## src/logic/vrc_bus_pkg.sv

```systemverilog
package vrc_bus_pkg;

	// cpu side of the cartridge edge.
	typedef logic [15:0] cpu_addr_t;
	typedef logic [7:0]  cpu_data_t;

	// ppu side, pattern tables plus nametables.
	typedef logic [13:0] ppu_addr_t;

	// rom and ram addresses after banking.
	typedef logic [20:0] prg_addr_t;
	typedef logic [17:0] chr_addr_t;

	// one bank register as written by the cpu.
	typedef logic [7:0]  bank_t;

	// mapper number from the cartridge config.
	typedef logic [7:0]  map_idx_t;

	// expansion audio.
	typedef logic [3:0]  vol_t;
	typedef logic [15:0] snd_t;

endpackage

```

## src/logic/vrc_regmap_pkg.sv

```systemverilog
package vrc_regmap_pkg;

	// ------------------------------
	// register addresses
	// ------------------------------
	// prg registers decode on a15..a12 only.
	localparam vrc_bus_pkg::cpu_addr_t reg_prg16     = 16'h8000;
	localparam vrc_bus_pkg::cpu_addr_t reg_prg8      = 16'hC000;
	localparam vrc_bus_pkg::cpu_addr_t reg_mir       = 16'hB003;
	// chr windows decode on a15..a2.
	localparam vrc_bus_pkg::cpu_addr_t reg_chr_lo    = 16'hD000;
	localparam vrc_bus_pkg::cpu_addr_t reg_chr_hi    = 16'hE000;
	localparam vrc_bus_pkg::cpu_addr_t reg_irq_latch = 16'hF000;
	localparam vrc_bus_pkg::cpu_addr_t reg_irq_ctrl  = 16'hF001;
	localparam vrc_bus_pkg::cpu_addr_t reg_irq_ack   = 16'hF002;
	localparam vrc_bus_pkg::cpu_addr_t reg_pulse1    = 16'h9000;
	localparam vrc_bus_pkg::cpu_addr_t reg_pulse2    = 16'hA000;

	// the 8k bank at c000 comes up on page 1.
	localparam vrc_bus_pkg::bank_t prg8_rst = 8'd1;

	// boards with a0 and a1 crossed.
	localparam vrc_bus_pkg::map_idx_t map_swapped = 8'd26;

	// nametable mirroring, as written to b003 bits 3..2.
	typedef enum logic [1:0] {
		mir_vert,
		mir_horz,
		mir_one_lo,
		mir_one_hi
	} mir_mode_t;

	// irq control register bits.
	localparam int irq_ctrl_a = 0;
	localparam int irq_ctrl_e = 1;

endpackage

```

## src/logic/vrc_reg_decode.sv

```systemverilog
`timescale 1ns/1ps

module vrc_reg_decode (
	input  logic                      m2,
	input  logic                      arst_n,
	input  vrc_bus_pkg::map_idx_t     map_idx,
	input  vrc_bus_pkg::cpu_addr_t    cpu_addr,
	input  vrc_bus_pkg::cpu_data_t    cpu_data,
	input  logic                      cpu_rw,
	output vrc_bus_pkg::cpu_addr_t    reg_addr,
	output vrc_bus_pkg::bank_t        prg_bank0,
	output vrc_bus_pkg::bank_t        prg_bank1,
	output vrc_bus_pkg::bank_t        chr_bank [0:7],
	output vrc_regmap_pkg::mir_mode_t mir
);
	import vrc_bus_pkg::*;
	import vrc_regmap_pkg::*;

	cpu_addr_t swapped_addr;
	logic      wr;

	// mapper 26 boards route a0 and a1 crossed into the chip.
	assign swapped_addr = {cpu_addr[15:2], cpu_addr[0], cpu_addr[1]};
	assign reg_addr     = (map_idx == map_swapped) ? swapped_addr : cpu_addr;

	assign wr = !cpu_rw;

	// ------------------------------
	// prg banks and mirroring
	// ------------------------------
	always_ff @(negedge m2 or negedge arst_n)
	begin
		if (!arst_n)
		begin
			prg_bank0 <= '0;
			prg_bank1 <= prg8_rst;
			mir       <= mir_vert;
		end
		else if (wr)
		begin
			// whole 4k window selects the prg registers.
			if (reg_addr[15:12] == reg_prg16[15:12])
			begin
				prg_bank0 <= cpu_data;
			end
			if (reg_addr[15:12] == reg_prg8[15:12])
			begin
				prg_bank1 <= cpu_data;
			end
			if (reg_addr == reg_mir)
			begin
				mir <= mir_mode_t'(cpu_data[3:2]);
			end
		end
	end

	// ------------------------------
	// chr bank file
	// ------------------------------
	always_ff @(negedge m2 or negedge arst_n)
	begin
		if (!arst_n)
		begin
			for (int i = 0; i < 8; i++)
			begin
				chr_bank[i] <= '0;
			end
		end
		else if (wr)
		begin
			// d00x fills banks 0..3, e00x fills 4..7.
			if (reg_addr[15:2] == reg_chr_lo[15:2])
			begin
				chr_bank[{1'b0, reg_addr[1:0]}] <= cpu_data;
			end
			if (reg_addr[15:2] == reg_chr_hi[15:2])
			begin
				chr_bank[{1'b1, reg_addr[1:0]}] <= cpu_data;
			end
		end
	end

	// every register block downstream keys off a clean rw.
	a_rw_known: assert property (@(negedge m2) disable iff (!arst_n)
		!$isunknown(cpu_rw));

endmodule

```

## src/logic/vrc_addr_map.sv

```systemverilog
`timescale 1ns/1ps

module vrc_addr_map (
	input  vrc_bus_pkg::cpu_addr_t    cpu_addr,
	input  vrc_bus_pkg::ppu_addr_t    ppu_addr,
	input  vrc_bus_pkg::bank_t        prg_bank0,
	input  vrc_bus_pkg::bank_t        prg_bank1,
	input  vrc_bus_pkg::bank_t        chr_bank [0:7],
	input  vrc_regmap_pkg::mir_mode_t mir,
	input  logic                      cpu_rw,
	output vrc_bus_pkg::prg_addr_t    prg_addr,
	output logic                      prg_ce,
	output logic                      srm_ce,
	output logic                      srm_we,
	output vrc_bus_pkg::chr_addr_t    chr_addr,
	output logic                      ciram_a10,
	output logic                      ciram_ce
);
	import vrc_bus_pkg::*;
	import vrc_regmap_pkg::*;

	bank_t prg_page;
	bank_t chr_page;

	// ------------------------------
	// cpu side
	// ------------------------------
	always_comb
	begin
		if (cpu_addr[15:13] == reg_prg8[15:13])
		begin
			prg_page = prg_bank1;
		end
		else if (cpu_addr[15:13] == 3'b111)
		begin
			// fixed to the last page.
			prg_page = '1;
		end
		else
		begin
			// 16k bank, a13 picks the half.
			prg_page = {prg_bank0[6:0], cpu_addr[13]};
		end
	end

	assign prg_addr = {prg_page, cpu_addr[12:0]};
	assign prg_ce   = cpu_addr[15];

	// work ram at 6000..7fff.
	assign srm_ce = (cpu_addr[15:13] == 3'b011);
	assign srm_we = !cpu_rw;

	// ------------------------------
	// ppu side
	// ------------------------------
	assign chr_page = chr_bank[ppu_addr[12:10]];
	assign chr_addr = {chr_page, ppu_addr[9:0]};
	assign ciram_ce = !ppu_addr[13];

	always_comb
	begin
		unique case (mir)
			mir_vert:   ciram_a10 = ppu_addr[10];
			mir_horz:   ciram_a10 = ppu_addr[11];
			mir_one_lo: ciram_a10 = 1'b0;
			mir_one_hi: ciram_a10 = 1'b1;
		endcase
	end

endmodule

```

## src/logic/vrc_irq.sv

```systemverilog
`timescale 1ns/1ps

module vrc_irq (
	input  logic                   m2,
	input  logic                   arst_n,
	input  vrc_bus_pkg::cpu_addr_t reg_addr,
	input  vrc_bus_pkg::cpu_data_t cpu_data,
	input  logic                   cpu_rw,
	output logic                   irq
);
	import vrc_bus_pkg::*;
	import vrc_regmap_pkg::*;

	cpu_data_t  irq_latch;
	logic [7:0] irq_cnt;
	logic       irq_e;
	logic       irq_a;
	logic       wr_latch;
	logic       wr_ctrl;
	logic       wr_ack;

	assign wr_latch = !cpu_rw && (reg_addr == reg_irq_latch);
	assign wr_ctrl  = !cpu_rw && (reg_addr == reg_irq_ctrl);
	assign wr_ack   = !cpu_rw && (reg_addr == reg_irq_ack);

	// reload value.
	always_ff @(negedge m2 or negedge arst_n)
	begin
		if (!arst_n)
		begin
			irq_latch <= '0;
		end
		else if (wr_latch)
		begin
			irq_latch <= cpu_data;
		end
	end

	// ------------------------------
	// control, counter, pending flag
	// ------------------------------
	always_ff @(negedge m2 or negedge arst_n)
	begin
		if (!arst_n)
		begin
			irq_e   <= 1'b0;
			irq_a   <= 1'b0;
			irq_cnt <= '0;
			irq     <= 1'b0;
		end
		else
		begin
			if (wr_ctrl)
			begin
				irq_a <= cpu_data[irq_ctrl_a];
				irq_e <= cpu_data[irq_ctrl_e];
				irq   <= 1'b0;
				if (cpu_data[irq_ctrl_e])
				begin
					irq_cnt <= irq_latch;
				end
			end
			else if (irq_e)
			begin
				// counter steps once per cpu cycle.
				if (irq_cnt == 8'hFF)
				begin
					irq_cnt <= irq_latch;
					irq     <= 1'b1;
				end
				else
				begin
					irq_cnt <= irq_cnt + 8'd1;
				end
			end
			// ack beats a wrap on the same cycle.
			if (wr_ack)
			begin
				irq   <= 1'b0;
				irq_e <= irq_a;
			end
		end
	end

	a_irq_needs_e: assert property (@(negedge m2) disable iff (!arst_n)
		$rose(irq) |-> $past(irq_e));

endmodule

```

## src/logic/vrc_pulse.sv

```systemverilog
`timescale 1ns/1ps

module vrc_pulse #(
	parameter vrc_bus_pkg::cpu_addr_t base = vrc_regmap_pkg::reg_pulse1
) (
	input  logic                   m2,
	input  logic                   arst_n,
	input  vrc_bus_pkg::cpu_addr_t reg_addr,
	input  vrc_bus_pkg::cpu_data_t cpu_data,
	input  logic                   cpu_rw,
	output vrc_bus_pkg::vol_t      vol
);
	import vrc_bus_pkg::*;

	logic        mode;
	logic [2:0]  duty;
	vol_t        volume;
	logic [11:0] freq;
	logic        enable;
	logic [11:0] div;
	logic [3:0]  step;
	logic        wr_win;

	assign wr_win = !cpu_rw && (reg_addr[15:2] == base[15:2]);

	// ------------------------------
	// channel registers
	// ------------------------------
	always_ff @(negedge m2 or negedge arst_n)
	begin
		if (!arst_n)
		begin
			mode   <= 1'b0;
			duty   <= '0;
			volume <= '0;
			freq   <= '0;
			enable <= 1'b0;
		end
		else if (wr_win)
		begin
			if (reg_addr[1:0] == 2'd0)
			begin
				mode   <= cpu_data[7];
				duty   <= cpu_data[6:4];
				volume <= cpu_data[3:0];
			end
			if (reg_addr[1:0] == 2'd1)
			begin
				freq[7:0] <= cpu_data;
			end
			if (reg_addr[1:0] == 2'd2)
			begin
				enable     <= cpu_data[7];
				freq[11:8] <= cpu_data[3:0];
			end
		end
	end

	// divider and 16-step duty sequencer.
	always_ff @(negedge m2 or negedge arst_n)
	begin
		if (!arst_n)
		begin
			div  <= '0;
			step <= '0;
		end
		else if (!enable)
		begin
			div  <= freq;
			step <= '0;
		end
		else if (div == '0)
		begin
			div  <= freq;
			step <= step + 4'd1;
		end
		else
		begin
			div <= div - 12'd1;
		end
	end

	// mode bit forces a constant level
	assign vol = (enable && (mode || (step <= {1'b0, duty}))) ? volume : '0;

endmodule

```

## src/logic/vrc_mapper.sv

```systemverilog
`timescale 1ns/1ps

module vrc_mapper (
	input  logic                   m2,
	input  logic                   arst_n,
	input  vrc_bus_pkg::map_idx_t  map_idx,
	input  vrc_bus_pkg::cpu_addr_t cpu_addr,
	input  vrc_bus_pkg::cpu_data_t cpu_data,
	input  logic                   cpu_rw,
	input  vrc_bus_pkg::ppu_addr_t ppu_addr,
	output vrc_bus_pkg::prg_addr_t prg_addr,
	output logic                   prg_ce,
	output logic                   srm_ce,
	output logic                   srm_we,
	output vrc_bus_pkg::chr_addr_t chr_addr,
	output logic                   ciram_a10,
	output logic                   ciram_ce,
	output logic                   irq,
	output vrc_bus_pkg::snd_t      snd
);
	import vrc_bus_pkg::*;
	import vrc_regmap_pkg::*;

	cpu_addr_t  reg_addr;
	bank_t      prg_bank0;
	bank_t      prg_bank1;
	bank_t      chr_bank [0:7];
	mir_mode_t  mir;
	vol_t       vol1;
	vol_t       vol2;
	logic [4:0] vol_sum;

	// ------------------------------
	// register file and decode
	// ------------------------------
	vrc_reg_decode u_decode (
		.m2        (m2),
		.arst_n    (arst_n),
		.map_idx   (map_idx),
		.cpu_addr  (cpu_addr),
		.cpu_data  (cpu_data),
		.cpu_rw    (cpu_rw),
		.reg_addr  (reg_addr),
		.prg_bank0 (prg_bank0),
		.prg_bank1 (prg_bank1),
		.chr_bank  (chr_bank),
		.mir       (mir)
	);

	vrc_addr_map u_map (
		.cpu_addr  (cpu_addr),
		.ppu_addr  (ppu_addr),
		.prg_bank0 (prg_bank0),
		.prg_bank1 (prg_bank1),
		.chr_bank  (chr_bank),
		.mir       (mir),
		.cpu_rw    (cpu_rw),
		.prg_addr  (prg_addr),
		.prg_ce    (prg_ce),
		.srm_ce    (srm_ce),
		.srm_we    (srm_we),
		.chr_addr  (chr_addr),
		.ciram_a10 (ciram_a10),
		.ciram_ce  (ciram_ce)
	);

	vrc_irq u_irq (
		.m2       (m2),
		.arst_n   (arst_n),
		.reg_addr (reg_addr),
		.cpu_data (cpu_data),
		.cpu_rw   (cpu_rw),
		.irq      (irq)
	);

	// ------------------------------
	// expansion sound
	// ------------------------------
	vrc_pulse #(.base(reg_pulse1)) u_pulse1 (
		.m2       (m2),
		.arst_n   (arst_n),
		.reg_addr (reg_addr),
		.cpu_data (cpu_data),
		.cpu_rw   (cpu_rw),
		.vol      (vol1)
	);

	vrc_pulse #(.base(reg_pulse2)) u_pulse2 (
		.m2       (m2),
		.arst_n   (arst_n),
		.reg_addr (reg_addr),
		.cpu_data (cpu_data),
		.cpu_rw   (cpu_rw),
		.vol      (vol2)
	);

	// mix is left-justified in the 16-bit sample.
	assign vol_sum = {1'b0, vol1} + {1'b0, vol2};
	assign snd     = {vol_sum, 11'd0};

endmodule

```

## config.mk

```make
export PLATFORM = sky130hd
export DESIGN_NAME = vrc_mapper
export DESIGN_NICKNAME = d
export VERILOG_FILES = /design/src/logic/vrc_bus_pkg.sv /design/src/logic/vrc_regmap_pkg.sv /design/src/logic/vrc_reg_decode.sv /design/src/logic/vrc_addr_map.sv /design/src/logic/vrc_irq.sv /design/src/logic/vrc_pulse.sv /design/src/logic/vrc_mapper.sv
export SDC_FILE = /design/constraint.sdc
export NUM_CORES = 1
export LEC_CHECK = 0
export BUFFER_PORTS_ARGS = -buffer_cell sky130_fd_sc_hd__buf_2
export CORE_UTILIZATION = 35
export DETAILED_ROUTE_END_ITERATION = 10
export RECOVER_POWER = 100
export SLEW_MARGIN = 20
export SYNTH_ARGS = -nofsm -noshare
export SYNTH_HDL_FRONTEND = slang
export SYNTH_SLANG_ARGS = --single-unit
export TNS_END_PERCENT = 100
```

## constraint.sdc

```tcl
create_clock -name m2 -period 5.25 [get_ports m2]
set_input_delay 0.525 -clock m2 [delete_from_list [all_inputs] [get_ports m2]]
set_output_delay 0.525 -clock m2 [all_outputs]
set_load 0.02 [all_outputs]
```

* Yosys cells after proc, flatten, opt, wreduce, memory -nomap -nowiden
Cells that the tools add are included.
Word-level totals: bits in writable memories 0, memories kept 0, latch bits 0, ROM bits 0, input bits 49, logic and storage cells 140, flip-flop bits (word level) 174
Cells by class: mux-type cells 36, div/mod/pow operators 0, magnitude comparators 7, bitwise logic cells 4, add/sub/neg operators 6, $mul 0, reductions and logical operators 32, shift operators 0, equal/unequal tests 23
Operators with widths (number):
- 64-bit two-way mux | 3
- 64-bit bitwise mux | 2
- 8-bit two-way mux | 10
- 16-bit == test (second input constant) | 4
- 14-bit == test (second input constant) | 4
- 8-bit demux with 3-bit select | 2
- 12-bit two-way mux | 4
- 8-bit binary-select mux with 3-bit select | 1
- 12-bit logical NOT | 2
- 4-bit two-way mux | 6
- 12-bit by 1-bit subtractor with 12-bit output (second input constant) | 2
- 2-bit AND reduction | 11
- 4-bit >= comparator (second input constant) | 3
- 1-bit logical AND | 9
- 4-bit by 1-bit adder with 4-bit output (second input constant) | 2
- 8-bit by 1-bit adder with 8-bit output (second input constant) | 1
- 4-bit == test (second input constant) | 2
- 8-bit by 5-bit == test with 1-bit output (second input constant) | 1
- 8-bit == test (second input constant) | 1
- 4-bit by 3-bit <= comparator with 1-bit output | 2
- 4-bit by 1-bit < comparator with 1-bit output (second input constant) | 2
- 3-bit inverter with 4-bit output | 2
- 2-bit == test (second input constant) | 3
- 3-bit == test (second input constant) | 2
- other kinds (14) | 27

* Longest topological paths before layout
depth in word-level cells 12, mapped depth 12, mapped depth without buffers 12

* By module
Synthesis repeated with hierarchy kept, for this count alone.
Unflattened totals: cell total of the unflattened synthesis 798, area, all modules 9565.4 µm²
Modules (own cells, without submodules):
- vrc_pulse | sequential area each 925.9 µm², cells each 170, instances 2, area each 1895.6 µm²
- vrc_reg_decode | sequential area each 2053.2 µm², cells each 225, instances 1, area each 3458.3 µm²
- vrc_irq | sequential area each 475.5 µm², cells each 118, instances 1, area each 1201.2 µm²
- vrc_addr_map | sequential area each 0.0 µm², cells each 87, instances 1, area each 892.1 µm²
- vrc_mapper | sequential area each 0.0 µm², cells each 28, instances 1, area each 222.7 µm²

==> metrics <==
FF-to-FF path depth 8; Avg Synthesized Cell Area 11.9 µm²; internal power 2.12 mW; Setup CP Type register to primary output; crit path max fanout 4; Seq/Total Area, Yosys 50.2%; Clock Tree Buf Depth 2; Worst EP arrival 5.32 ns; mux share of post-synthesis cell area 21.4%; status finished with violations; CP required 4.72 ns; endpoints failing setup 5; nets 885; number of synthesized register bits 174; hold bufs inserted after CTS 0; synthesis-to-layout area growth 15.7%; reg-to-reg slack, setup 2.34 ns; worst-margin pin slew 1.30 ns; drc violations 0; filler instances 2,323; Psw 0.734 mW; final wirelength 18,700 µm; Main synth FF type dfrtn_1; Leak 4.91 nW; PwrDens 284 nW/µm²; die width 159 µm; initial antenna violation count 0; Clock Latency Late Sink 0.40 ns; Post-DP HPWL 12,500 µm; Crit path largest cell delay 0.42 ns; Total Routing Usage GR 15.6%; CP Launch Type register; Num CTS Buffers 17; library cells used by synthesis 63; Clk pwr share 44.6%; vias in the first global route 5,728; post-route ant nets 0; Max Slew Vio Count 0; complex-gate fraction of the synthesized area 5.97%; Worst Skew 0.00757 ns; Logic pwr share 6.6%; # H-tree levels 4; worst rel slew slack 13.5%; MaxCap Viol Count 0; PnR worst setup slack -0.599 ns; vias 5,690; hold path depth 1; # IOs 110; largest net degree at the start of global routing 56; combinational family with the most area after synthesis multiplexers; Initial Utilization 35.7%; VDD IR max 0.000170 V; Post-Syn Area 8670 µm²; DIE HEIGHT 159 µm; register share of total power 48.8%; Levels on crit path 13; first-pass GRT wire length 30,900 µm; failing checks negative setup slack; Hold Crit Class register to register; Net Sw Frac 25.8%; commonest non-fill, non-tap cells in the layout 173 x dfrtn_1, 128 x mux2_2, 60 x nand2_1, 43 x clkbuf_1; post-synthesis async set-or-reset flop share 100%; most common cell after layout, fill and taps aside dfrtn_1; RSZ-0062 raised after global routing true; clock-pin slew on the worst setup and hold paths 0.05 ns; Final GP Congestion 0.805; CP endpoint kind primary output; layout cells sized above 1 35.2%; Hold Fails Final Rpt 0; gr ovfl total 0; TritonRoute pass-1 iters 4; core box area 24,300 µm²; largest delay contributor family on the critical path adder cells; WP buf/inv 3; Slowest cell on crit path dfrtn_1; FP Rows 57; Num Clock Sinks 174; XOR/XNOR Fraction of Synth Area 2.63%; Fin Hold WS 0.424 ns; TritonCTS clock tree built; EDFF count, synth 0; Synth Area in Simple Gates 11.7%; cells along the critical path inv_2, ha_4, nor2b_4, o21ai_2, nand2b_1, a21oi_2, o21ai_2, nor2_1, ha_2, fa_2, buf_4, xor2_2, buf_4; final core occ 41.3%; cells after synthesis 727; Post-Synth Adder-Cell Area 2.40%; Ys Warns 0; Antenna Cells 0; Iteration-0 DRC Markers 247; die area 25,400 µm²; Routed wire per std cell 16.2 µm; Vias/cell 4.92; Root Driver clkbuf_16; I/O Buffers 78
-- cell usage after synthesis, types with 6 or more instances --
master      n  area share (%)
dfrtn_1   173              50
nor2_1     39             1.7
nand2_1    59             2.6
xnor2_1    21             2.1
a21oi_1    16            0.92
nor4_1      6            0.43
buf_2       7            0.40
o21ai_0    42             2.4
and2_1      8            0.58
mux4_2     16             4.2
buf_4      35             3.0
nand3_1    12            0.69
ha_1       15             2.2
clkbuf_1   18            0.78
a21o_1      7            0.61
inv_1      26             1.1
nand2b_1   11            0.79
mux2_2    129              17
-- metal layers --
metal  wire length (µm)  vias to the layer above  global-route usage (%)
met5                  0                        -                       0
met4                244                        0                    4.94
met3                651                       21                    2.92
met2               8750                      121                    24.5
met1               9100                     2848                    21.9
li1                   -                     2700                       -
-- kinds of logic after synthesis --
| logic type | after synthesis |
|---|---|
| AO/OA/AOI/OAI | 85 |
| XOR/XNOR | 26 |
| adder cells (fa/ha/maj) | 16 |
| buffers and inverters | 90 |
| flip-flops | 174 |
| multiplexers | 149 |
| other | 1 |
| AND/OR/NAND/NOR | 186 |
-- sequential cells by signal (all words and copies together), names as in the netlist --
name,flops
u_pulse1.step,4
u_pulse1.freq,12
u_irq.irq,1
u_irq.irq_a,1
u_pulse1.enable,1
u_pulse2.enable,1
u_pulse2.duty,3
u_pulse2.volume,4
u_pulse1.duty,3
u_decode.chr_bank,64
u_pulse2.freq,12
u_irq.irq_cnt,8
u_decode.prg_bank1,8
u_decode.prg_bank0,7
u_pulse2.step,4
u_decode.mir,2
u_pulse2.div,12
u_irq.irq_latch,8
u_pulse1.mode,1
u_pulse2.mode,1
u_irq.irq_e,1
u_pulse1.div,12
u_pulse1.volume,4
-- power groups by stage --
stage	combinational [mW]	clock, mW	sequential [mW]
after floorplan	0.131	0.00238	1.41
after global placement	0.203	0.00238	1.41
after detailed placement	0.206	0.00238	1.42
after CTS	0.206	1.30	1.39
after global routing	0.210	1.36	1.40
final	0.189	1.27	1.39
-- layout make-up --
cell class	instances	area, µm²	share of cell area (%)
multi-input cells	473	3880	38.7
inverters	25	93.8	0.935
well taps	324	405	4.04
repair buffers	128	692	6.90
clock buffers	17	425	4.24
flip-flops and latches	174	4360	43.4
clock inverters	16	180	1.80
-- final timing paths --
check / to / startpoint
worst max-delay path: snd[13] / u_pulse1.duty[1]
worst min-delay path: u_pulse1.div[6] / u_pulse1.freq[6]
worst max register to register: u_pulse1.div[6] / u_pulse1.div[0]
worst min register to register: u_pulse1.div[6] / u_pulse1.freq[6]
max in group asynchronous: u_decode.chr_bank[29] / arst_n
min in group asynchronous: u_decode.prg_bank1[4] / arst_n
-- through the flow --
step	setup slack [ns]	instance area [µm²]	TNS, ns	total power, mW	std cells
2_1_floorplan	-0.0743	8750	-0.0827	1.55	737
3_5_place_dp	-0.259	9610	-0.920	1.62	1121
4_1_cts	-0.606	10300	-2.41	2.90	1156
3_3_place_gp	-0.194	9610	-0.630	1.62	1121
6_report	-0.599	10000	-2.19	2.85	1157
5_1_grt	-0.757	10000	-5.54	2.97	1157
-- what timing repair did --
action	in CTS	in global routing
hold endpoints to repair	0	0
resized for setup	13	6
setup buffers	3	1
pin swaps	5	3
cloned	0	0
setup endpoints to repair	5	5
Note: power is estimated with default switching activity, not from simulation.
